<file path="config.mk">
export PLATFORM = sky130hd
export DESIGN_NAME = dataPath
export DESIGN_NICKNAME = d
export VERILOG_FILES = /design/src/design/cpuPkg.sv /design/src/design/aluUnit.sv /design/src/design/busFabric.sv /design/src/design/controlSequencer.sv /design/src/design/dataPath.sv /design/src/design/memInterface.sv /design/src/design/registerFile.sv
export VERILOG_INCLUDE_DIRS = /design/src /design/src/design
export SDC_FILE = /design/constraint.sdc
export NUM_CORES = 2
export LEC_CHECK = 0
export BUFFER_PORTS_ARGS = -buffer_cell sky130_fd_sc_hd__buf_2
export CAP_MARGIN = 20
export CORE_UTILIZATION = 55
export CTS_CLUSTER_DIAMETER = 50
export CTS_CLUSTER_SIZE = 10
export DETAILED_ROUTE_END_ITERATION = 6
export PLACE_DENSITY = 0.76
export SYNTH_ARGS = -nofsm -noshare
export SYNTH_HDL_FRONTEND = slang
export SYNTH_SLANG_ARGS = --single-unit
</file>
<file path="constraint.sdc">
create_clock -name clk -period 18.4 [get_ports clk]
set_input_delay 3.68 -clock clk [delete_from_list [all_inputs] [get_ports clk]]
set_output_delay 3.68 -clock clk [all_outputs]
set_load 0.005 [all_outputs]
</file>
<file path="src/design/cpu_defines.svh">
`ifndef CPU_DEFINES_SVH
`define CPU_DEFINES_SVH

// datapath and address width
`define WORD_WIDTH 32

// general register file size
`define REG_COUNT 16

// width of a register index, log2 of REG_COUNT
`define REG_ADDR_WIDTH 4

`endif

</file>
<file path="src/design/cpuPkg.sv">
`include "cpu_defines.svh"

package cpuPkg;

	// instruction opcodes, 5 bits at the top of the word
	typedef enum logic [4:0] {
		opLoad  = 5'd0,
		opStore = 5'd1,
		opAnd   = 5'd2,
		opOr    = 5'd3,
		opAdd   = 5'd4,
		opSub   = 5'd5,
		opHalt  = 5'd6
	} opcodeT;

	// whatever is left below the three register fields
	localparam int ADDR_FIELD_WIDTH = `WORD_WIDTH - 5 - 3 * `REG_ADDR_WIDTH;

	typedef struct packed {
		opcodeT                     opcode;
		logic [`REG_ADDR_WIDTH-1:0] ra; // destination, or source of a store
		logic [`REG_ADDR_WIDTH-1:0] rb;
		logic [`REG_ADDR_WIDTH-1:0] rc;
		logic [ADDR_FIELD_WIDTH-1:0] address; // zero-extended onto the bus
	} instrT;

	// who drives the shared bus
	typedef enum logic [2:0] {
		busReg  = 3'd0,
		busPc   = 3'd1,
		busMdr  = 3'd2,
		busZLow = 3'd3,
		busAddr = 3'd4
	} busSrcT;

	// which instruction field indexes the register file
	typedef enum logic [1:0] {
		selRa = 2'd0,
		selRb = 2'd1,
		selRc = 2'd2
	} regSelT;

	// one micro-step worth of control
	typedef struct packed {
		busSrcT busSrc;
		regSelT regSel;
		logic   regIn;
		logic   pcIn;
		logic   irIn;
		logic   marIn;
		logic   mdrIn;
		logic   yIn;
		logic   zIn;
		logic   incPc;
		logic   clrPc;    // restart at address zero
		logic   memRead;
		logic   memWrite;
		opcodeT aluOp;
	} ctrlWordT;

endpackage

</file>
<file path="src/design/aluUnit.sv">
`timescale 1ns/10ps
`include "cpu_defines.svh"

module aluUnit import cpuPkg::*; (
	input  logic                   clk,
	input  logic                   arstN,
	input  ctrlWordT               ctrl,
	input  logic [`WORD_WIDTH-1:0] bus,
	output logic [`WORD_WIDTH-1:0] zLow
);

	logic [`WORD_WIDTH-1:0] yReg;
	logic [`WORD_WIDTH-1:0] zReg;
	logic [`WORD_WIDTH-1:0] result;

	// Y is the left operand, the bus the right one
	always_comb begin
		case (ctrl.aluOp)
			opAnd:   result = yReg & bus;
			opOr:    result = yReg | bus;
			opAdd:   result = yReg + bus;
			opSub:   result = yReg - bus;
			default: result = bus; // pass through
		endcase
	end

	always_ff @(posedge clk or negedge arstN) begin
		if (!arstN) begin
			yReg <= '0;
			zReg <= '0;
		end else begin
			if (ctrl.yIn) yReg <= bus;
			if (ctrl.zIn) zReg <= result;
		end
	end

	assign zLow = zReg;

endmodule

</file>
<file path="src/design/busFabric.sv">
`timescale 1ns/10ps
`include "cpu_defines.svh"

module busFabric import cpuPkg::*; (
	input  logic                       clk,
	input  logic                       arstN,
	input  ctrlWordT                   ctrl,
	input  logic [`WORD_WIDTH-1:0]     regOut,
	input  logic [`WORD_WIDTH-1:0]     mdrOut,
	input  logic [`WORD_WIDTH-1:0]     zLow,
	output logic [`WORD_WIDTH-1:0]     bus,
	output opcodeT                     opcode,
	output logic [`REG_ADDR_WIDTH-1:0] ra,
	output logic [`REG_ADDR_WIDTH-1:0] rb,
	output logic [`REG_ADDR_WIDTH-1:0] rc
);

	logic [`WORD_WIDTH-1:0] pc;
	instrT                  ir;
	logic [`WORD_WIDTH-1:0] addrExt;

	// word addressed, so the PC steps by one
	always_ff @(posedge clk or negedge arstN) begin
		if (!arstN) begin
			pc <= '0;
		end else if (ctrl.clrPc) begin
			pc <= '0;
		end else if (ctrl.incPc) begin
			pc <= pc + 1'b1;
		end
	end

	always_ff @(posedge clk or negedge arstN) begin
		if (!arstN) ir <= '0;
		else if (ctrl.irIn) ir <= instrT'(bus);
	end

	assign addrExt = {{(`WORD_WIDTH - ADDR_FIELD_WIDTH){1'b0}}, ir.address};

	// field decode
	assign opcode = ir.opcode;
	assign ra = ir.ra;
	assign rb = ir.rb;
	assign rc = ir.rc;

	always_comb begin
		case (ctrl.busSrc)
			busReg:  bus = regOut;
			busMdr:  bus = mdrOut;
			busZLow: bus = zLow;
			busAddr: bus = addrExt;
			default: bus = pc;
		endcase
	end

endmodule

</file>
<file path="src/design/controlSequencer.sv">
`timescale 1ns/10ps
`include "cpu_defines.svh"

module controlSequencer import cpuPkg::*; (
	input  logic     clk,
	input  logic     arstN,
	input  logic     start,
	input  opcodeT   opcode,
	input  logic     memDone,
	output ctrlWordT ctrl,
	output logic     halted
);

	typedef enum logic [2:0] {
		sIdle,
		sFetch0,
		sFetch1,
		sFetch2,
		sExec0,
		sExec1,
		sExec2,
		sHalt
	} stateT;

	stateT state;
	stateT nextState;
	logic  isAluOp;
	logic  restart;

	assign isAluOp = (opcode == opAnd) || (opcode == opOr) ||
		(opcode == opAdd) || (opcode == opSub);
	assign restart = start && (state == sIdle || state == sHalt);

	always_comb begin
		ctrl = '0;
		ctrl.busSrc = busPc;
		nextState = state;
		case (state)
			sIdle, sHalt: begin
				ctrl.clrPc = restart;
				if (restart) nextState = sFetch0;
			end
			sFetch0: begin // PC out, MAR in, bump PC
				ctrl.busSrc = busPc;
				ctrl.marIn = 1'b1;
				ctrl.incPc = 1'b1;
				nextState = sFetch1;
			end
			sFetch1: begin
				ctrl.memRead = 1'b1;
				nextState = sFetch2;
			end
			sFetch2: begin
				ctrl.busSrc = busMdr;
				ctrl.irIn = 1'b1;
				nextState = sExec0;
			end
			sExec0: begin
				nextState = sExec1;
				if (isAluOp) begin
					ctrl.busSrc = busReg; // rb into Y
					ctrl.regSel = selRb;
					ctrl.yIn = 1'b1;
				end else if (opcode == opLoad || opcode == opStore) begin
					ctrl.busSrc = busAddr;
					ctrl.marIn = 1'b1;
				end else begin
					nextState = sHalt; // halt and anything undefined
				end
			end
			sExec1: begin
				nextState = sExec2;
				if (isAluOp) begin
					ctrl.busSrc = busReg; // rc through the ALU
					ctrl.regSel = selRc;
					ctrl.zIn = 1'b1;
					ctrl.aluOp = opcode;
				end else if (opcode == opLoad) begin
					ctrl.memRead = 1'b1;
				end else begin
					ctrl.busSrc = busReg; // store data into MDR
					ctrl.regSel = selRa;
					ctrl.mdrIn = 1'b1;
				end
			end
			sExec2: begin
				nextState = sFetch0;
				ctrl.regSel = selRa;
				if (isAluOp) begin
					ctrl.busSrc = busZLow;
					ctrl.regIn = 1'b1;
				end else if (opcode == opLoad) begin
					ctrl.busSrc = busMdr;
					ctrl.regIn = 1'b1;
				end else begin
					ctrl.memWrite = 1'b1;
				end
			end
			default: nextState = sIdle;
		endcase

		// hold the step while memory is busy
		if ((ctrl.memRead || ctrl.memWrite) && !memDone) nextState = state;
	end

	always_ff @(posedge clk or negedge arstN) begin
		if (!arstN) begin
			state <= sIdle;
			halted <= 1'b0;
		end else begin
			state <= nextState;
			halted <= (nextState == sHalt);
		end
	end

endmodule

</file>
<file path="src/design/dataPath.sv">
`timescale 1ns/10ps
`include "cpu_defines.svh"

module dataPath import cpuPkg::*; (
	input  logic                   clk,
	input  logic                   arstN,
	input  logic                   start,
	output logic                   halted,
	output logic [`WORD_WIDTH-1:0] paddr,
	output logic                   psel,
	output logic                   penable,
	output logic                   pwrite,
	output logic [`WORD_WIDTH-1:0] pwdata,
	input  logic [`WORD_WIDTH-1:0] prdata,
	input  logic                   pready
);

	ctrlWordT                   ctrl;
	opcodeT                     opcode;
	logic                       memDone;
	logic [`WORD_WIDTH-1:0]     bus;
	logic [`WORD_WIDTH-1:0]     regOut;
	logic [`WORD_WIDTH-1:0]     mdrOut;
	logic [`WORD_WIDTH-1:0]     zLow;
	logic [`REG_ADDR_WIDTH-1:0] ra;
	logic [`REG_ADDR_WIDTH-1:0] rb;
	logic [`REG_ADDR_WIDTH-1:0] rc;

	controlSequencer i_controlSequencer (
		.clk, .arstN, .start, .opcode, .memDone, .ctrl, .halted
	);

	busFabric i_busFabric (
		.clk, .arstN, .ctrl, .regOut, .mdrOut, .zLow, .bus, .opcode, .ra, .rb, .rc
	);

	registerFile i_registerFile (
		.clk, .arstN, .ctrl, .ra, .rb, .rc, .bus, .regOut
	);

	aluUnit i_aluUnit (
		.clk, .arstN, .ctrl, .bus, .zLow
	);

	// APB requester toward the external memory
	memInterface i_memInterface (
		.clk, .arstN, .ctrl, .bus, .mdrOut, .memDone,
		.paddr, .psel, .penable, .pwrite, .pwdata, .prdata, .pready
	);

endmodule

</file>
<file path="src/design/memInterface.sv">
`timescale 1ns/10ps
`include "cpu_defines.svh"

module memInterface import cpuPkg::*; (
	input  logic                   clk,
	input  logic                   arstN,
	input  ctrlWordT               ctrl,
	input  logic [`WORD_WIDTH-1:0] bus,
	output logic [`WORD_WIDTH-1:0] mdrOut,
	output logic                   memDone,
	output logic [`WORD_WIDTH-1:0] paddr,
	output logic                   psel,
	output logic                   penable,
	output logic                   pwrite,
	output logic [`WORD_WIDTH-1:0] pwdata,
	input  logic [`WORD_WIDTH-1:0] prdata,
	input  logic                   pready
);

	logic [`WORD_WIDTH-1:0] mar;
	logic [`WORD_WIDTH-1:0] mdr;
	logic                   memReq;
	logic                   xferEnd;

	assign memReq = ctrl.memRead | ctrl.memWrite;
	assign xferEnd = psel & penable & pready; // last access cycle

	// setup for one cycle, then access until pready
	always_ff @(posedge clk or negedge arstN) begin
		if (!arstN) begin
			psel <= 1'b0;
			penable <= 1'b0;
			pwrite <= 1'b0;
		end else if (!psel) begin
			if (memReq) begin
				psel <= 1'b1;
				pwrite <= ctrl.memWrite;
			end
		end else if (!penable) begin
			penable <= 1'b1;
		end else if (pready) begin
			psel <= 1'b0;
			penable <= 1'b0;
			pwrite <= 1'b0;
		end
	end

	always_ff @(posedge clk) begin
		if (ctrl.marIn) mar <= bus;
	end

	// finished read first, else a load from the bus
	always_ff @(posedge clk) begin
		if (xferEnd && !pwrite) mdr <= prdata;
		else if (ctrl.mdrIn) mdr <= bus;
	end

	// MAR and MDR are untouched during a transfer
	assign paddr = mar;
	assign pwdata = mdr;
	assign mdrOut = mdr;
	assign memDone = xferEnd;

endmodule

</file>
<file path="src/design/registerFile.sv">
`timescale 1ns/10ps
`include "cpu_defines.svh"

module registerFile import cpuPkg::*; (
	input  logic                       clk,
	input  logic                       arstN,
	input  ctrlWordT                   ctrl,
	input  logic [`REG_ADDR_WIDTH-1:0] ra,
	input  logic [`REG_ADDR_WIDTH-1:0] rb,
	input  logic [`REG_ADDR_WIDTH-1:0] rc,
	input  logic [`WORD_WIDTH-1:0]     bus,
	output logic [`WORD_WIDTH-1:0]     regOut
);

	logic [`WORD_WIDTH-1:0]     regs [`REG_COUNT];
	logic [`REG_ADDR_WIDTH-1:0] sel;

	always_comb begin
		case (ctrl.regSel)
			selRb:   sel = rb;
			selRc:   sel = rc;
			default: sel = ra;
		endcase
	end

	always_ff @(posedge clk or negedge arstN) begin
		if (!arstN) begin
			for (int i = 0; i < `REG_COUNT; i++) regs[i] <= '0;
		end else if (ctrl.regIn) begin
			regs[sel] <= bus;
		end
	end

	assign regOut = regs[sel]; // same index for read and write

endmodule

</file>
After elaboration in Yosys (flattened, before gate mapping). Index checks and enable logic that the tools add are counted.

Add/subtract/negate cells: 3. Magnitude comparators: 2. Eq/ne operators: 24. Mux-type cells: 55. Bitwise operators: 6. Reduce and logical (&&, ||, !) cells: 20.

Operators with widths (count): $bwmux 512 (1); $pmux 32 s4 (2); $mux 32 (7); $bmux 32 s4 (1); $demux 32 s4 (1); $add 32x1->32 const B (1); $add 32x32->32 (1); $and 32x32->32 (1); $or 32x32->32 (1); $sub 32x32->32 (1); $mux 1 (25); $pmux 3 s7 (1); $eq 5x2->1 const B (4); $eq 5x3->1 const B (4); $eq 3x3->1 const B (6); $mux 3 (6); $eq 3x2->1 const B (4); $pmux 3 s4 (1); $mux 5 (2); $mux 2 (4); $pmux 4 s2 (1); $logic_not 3->1 (2); $logic_or 1x1->1 (6); $reduce_bool 2->1 (3); 17 further kinds (24).

Register bits: 711. Input bits: 36. Output and inout port bits: 68. Word-level logic and storage cells: 141.

Logic depth before layout (Yosys ltp).
Depth in word-level cells: 15. Depth in mapped cells: 37. Mapped depth without buffers: 29.

By module. A second synthesis with hierarchy kept.

Cells, all modules: 3298. Area, all modules: 37209.4 µm².

By module, submodules not included: registerFile (times used 1, cells an instance 2006, area each 24273.3 µm², seq. area each 12812.3 µm²); aluUnit (times used 1, cells an instance 626, area each 5425.2 µm², seq. area each 1601.5 µm²); busFabric (times used 1, cells an instance 456, area each 4211.5 µm², seq. area each 1601.5 µm²); memInterface (times used 1, cells an instance 143, area each 2815.2 µm², seq. area each 1996.9 µm²); controlSequencer (times used 1, cells an instance 67, area each 484.2 µm², seq. area each 100.1 µm²).

Worst setup path before layout. OpenSTA, ideal clock, no wires.

Path kind: register to register. Start point: register i_controlSequencer.state[2]. End point: register i_aluUnit.zReg[31], in the netlist i_aluUnit.zLow[31]. Setup time: 87 ps. Arrival: 7372 ps. Data required time: 18313 ps. Setup slack: 10942 ps. Cell stages (with the launch flop): 37. Buffers on the path: 7. Clock period less this slack: 7458 ps. Path through: dfrtp_1 clkbuf_1 nor2b_1 nand2_1 nor3_1 nand2_1 clkbuf_1 inv_1 clkbuf_1 ha_1 a221oi_2 nor2_1 buf_4 buf_6 buf_2 mux2i_1 a211oi_1 a31oi_1 o211a_1 clkbuf_1 ha_1 nand3_1 nor4_4 a21oi_1 xnor2_1 ha_1 and3_1 and3_1 and4_1 o211ai_1 a21oi_1 o21ai_0 o211ai_1 a41oi_1 xor2_1 mux2i_1 o211ai_1.

Word-level cells in the longest chain between the ends: 11. Elaborated cells between the ends (all ways): 29. Those cells by class: 2 x add/sub; 13 x eq/ne; 10 x mux; 3 x bitwise; 1 x reduce/logical.

Ends and longest elaborated chain: from (decl) (line controlSequencer.sv:25) `stateT state;`; from (signal assigned) (line controlSequencer.sv:108) `state <= sIdle;`; from (signal assigned) (line controlSequencer.sv:111) `state <= nextState;`; $eq 3x3->1 (line controlSequencer.sv:38) `case (state)`; $pmux 2 s2 (line controlSequencer.sv:38); $eq 2x2->1 / $eq 2x1->1 (equally long branches) (line registerFile.sv:19) `case (ctrl.regSel)`; $pmux 4 s2 (line registerFile.sv:19); $not 4->5 (implied by the code) (line registerFile.sv:34) `assign regOut = regs[sel];`; $bmux 32 s4 (line registerFile.sv:34); $mux 32 (implied by the code) (2 in series) (line registerFile.sv:34); $pmux 32 s4 (line busFabric.sv:47) `case (ctrl.busSrc)`; $sub 32x32->32, or another cell as far along (line aluUnit.sv:22) `opSub: result = yReg - bus;`; $pmux 32 s4 (line aluUnit.sv:18) `case (ctrl.aluOp)`; to (signal assigned) (line aluUnit.sv:33) `if (ctrl.zIn) zReg <= result;`; to (decl) (line aluUnit.sv:13) `` logic [`WORD_WIDTH-1:0] zReg; ``.

Parallel ways exist; a longest one is shown, timed or not. The select of a mux whose other input is x is not followed. A chain may end at the register's enable or synchronous reset.

Final worst setup path.
Start point: register i_controlSequencer.state[1]. End point: register i_aluUnit.zReg[31], in the netlist i_aluUnit.zLow[31].

Same word-level chain as after synthesis.

==> out/summary.txt <==
layout cells sized above 1: 10.8%
Worst Tran Pin Value: 1150 ps
CP arrival: 10700 ps
grt total ovfl: 0
Critical Path RT: 18950 ps
Worst Setup End Kind: flop
Buffers on Ports: 103
vias per cell: 6.27
Iteration-0 DRC Markers: 3314
sequential power share: 29.6%
Peak VDD IR: 0.151 mV
H-tree depth: 3
Via Count: 28500
# fillers: 5047
most frequent cells in the layout: 834 x nand2_1, 681 x o21ai_0, 647 x dfrtp_1, 151 x nor2_1, 103 x buf_2
Die Y: 252 um
# setup viols final: 0
global-route wire length before repair: 165000 um
hold path cells: 2
Finished Layout Cells: 4547
Mapped Nets: 3788
Hold Path Class: flop to flop
RePlAce Congestion: 0.943
DR WL/cell: 23.4 um
clock latency on the worst-skew pair: 640 ps
dpl cells: 4420
min-delay src: i_registerFile.regs[281]
Final #Nets: 3750
postcts setup bufs: 0
Worst Reg-to-Reg Cells: 26
Logic pwr share: 49.9%
pin count of the biggest net entering global routing: 164
P per Cell Area: 199 mW/mm2
Die Wd: 252 um
Finished Core Util: 61.7%
syn avg cell area: 9.27 um2
commonest non-fill, non-tap cell in the layout: nand2_1
Pre-Repair DR Iteration Count: 5
critical path launch point type: flop
core area: 0.0617 mm2
Post-CTS Hold Buffers: 0
Clock transition at path regs: 50 ps
# IOs: 104
Unique masters post-synth: 86
Net Switching: 0.00349 W
status: complete, no violations
Synth Register Bits: 711
Final min period: 10160 ps
Clk pwr share: 20.5%
CTS sink count: 711
post-cts gate resize count: 0
fraction of registers with async set/reset: 91.0%
routed wire length: 107000 um
maxcap violations: 0
Synth Warn #: 0
Hold Slack: 472 ps
P_leak: 16.6 nW
total track usage: 34.0%
initial core utilization: 55.7%
Diodes inserted: 0
Routed Antenna Nets: 0
Root Driver: clkbuf_16
Seq/Total Area, Yosys: 52.6%
r2r setup slk: 8240 ps
Critical R2R Launch: i_controlSequencer.state[1]
half-perimeter wire length after placement: 66400 um
vias in the first global route: 27600
Synth Cell Area: 0.0344 mm2
switch share: 46.1%
row cnt: 91
Int Pwr: 0.00408 W
Num CTS Buffers: 86
top_reg_cell synth: dfrtp_1
WS Path Type: flop to flop
Tcrit/Tclk final: 55.2%
max-slew violation count: 0
WHS Endpoint: i_registerFile.regs[281]
RSZ-0062 raised after global routing: false
CTS Buffer Depth: 3
setup_tns: 0 ps
EDFF count, synth: 64
Layout area overhead: 10.7%
Critical Path Fanout Max: 68
relative slew slack: 23.4%
DRC: 0
r2r endpoint: i_aluUnit.zLow[31]
cell count after synthesis: 3711
Setup Skew: 28.6 ps
Die ar.: 0.0636 mm2
fmax: 98.5 MHz
Final Hold Viols: 0
initial antenna violation count: 0
CTS tree: yes
## cell usage after synthesis (36+ instances only)
cell / instances / area, um2
o21ai_0: 683 / 3420
nor2_1: 154 / 578
a21oi_1: 98 / 490
a211oi_1: 84 / 631
nand3_1: 68 / 340
clkbuf_1: 272 / 1020
and3_1: 78 / 488
a31oi_1: 61 / 382
nor3_1: 36 / 180
dfrtp_1: 647 / 16200
mux2i_1: 68 / 681
xnor2_1: 51 / 447
ha_1: 40 / 500
inv_1: 45 / 169
nand2_1: 852 / 3200
edfxtp_1: 64 / 1920
## worst max path at each step
stage / startpoint / endpoint / slack [ps] / cells after the start
detailed placement: i_controlSequencer.state[1] / i_aluUnit.zLow[31] / 8450 / 27
finish: i_controlSequencer.state[1] / i_aluUnit.zLow[31] / 8240 / 26
floorplan: i_controlSequencer.state[2] / i_aluUnit.zLow[31] / 10940 / 36
global placement: i_controlSequencer.state[1] / i_aluUnit.zLow[31] / 8690 / 27
global route: i_controlSequencer.state[1] / i_aluUnit.zLow[31] / 7780 / 26
CTS: i_controlSequencer.state[1] / i_aluUnit.zLow[31] / 8470 / 27
## logic make-up after synthesis
group           share of synthesized area (%)
simple gates                             16.0
compound gates                           19.4
flops                                    52.6
buf+inv                                  4.11
mux                                      4.14
xor+xnor                                 2.06
fa+ha+maj                                1.66
## layout make-up
type                       count  area (um2)  area share (%)
multi-input combinational   2642       15000            39.5
sequential                   711       18100            47.6
tap                          837        1050            2.75
inverter                      45         169           0.444
timing repair buffer         187        1200            3.15
clock inverter                16         208           0.546
clock buffer                 109        2300            6.04
## worst max-delay path, cell delays in order, from the launching register on
cell	delay, ps
dfrtp_1	520
or4b_2	780
nor3_1	790
ha_1	550
nand2b_2	620
nand2_4	630
buf_4	610
a211oi_1	360
a31oi_1	60
o21ai_0	220
o2111a_1	750
nand4_1	520
nor4_4	570
nor2_1	100
xnor2_1	150
ha_1	350
and3_1	240
and3_1	240
and4_1	220
o211ai_1	140
a21oi_1	160
o21ai_0	360
o211ai_1	210
a41oi_1	400
xor2_1	200
mux2i_1	90
o211ai_1	160
## metal layers
metal  track usage [%]  share of wire [%]
met1              45.6                 40
met2              53.8                 46
met3              6.71                9.6
met4              15.1                4.3
met5                 0                  0
## power groups by stage
| stage | logic, W | clock network (W) | registers (W) |
|---|---|---|---|
| 2_1_floorplan | 0.00249 | 0 | 0.00216 |
| 3_3_place_gp | 0.00363 | 0 | 0.00225 |
| 3_5_place_dp | 0.00367 | 0 | 0.00225 |
| 4_1_cts | 0.00369 | 0.00156 | 0.00223 |
| 5_1_grt | 0.00405 | 0.00162 | 0.00227 |
| 6_report | 0.00377 | 0.00155 | 0.00224 |
## state kept, by name, indices dropped and copies added (netlist names)
signal,flops
i_aluUnit.yReg,32
i_aluUnit.zLow,32
i_busFabric.addrExt,15
i_busFabric.opcode,5
i_busFabric.pc,32
i_busFabric.ra,4
i_busFabric.rb,4
i_busFabric.rc,4
i_controlSequencer.halted,1
i_controlSequencer.state,3
i_memInterface.mdrOut,32
i_memInterface.paddr,32
i_memInterface.penable,1
i_memInterface.psel,1
i_memInterface.pwrite,1
i_registerFile.regs,512
## stage by stage
| stage | total power [W] | area (um2) | worst slack [ps] |
|---|---|---|---|
| 4_1_cts | 0.00749 | 38000 | 8470 |
| 6_report | 0.00756 | 38100 | 8240 |
| 3_5_place_dp | 0.00592 | 35500 | 8450 |
| 2_1_floorplan | 0.00466 | 34400 | 10940 |
| 3_3_place_gp | 0.00588 | 35500 | 8690 |
| 5_1_grt | 0.00794 | 38100 | 7780 |
(Power assumes the default switching activity.)
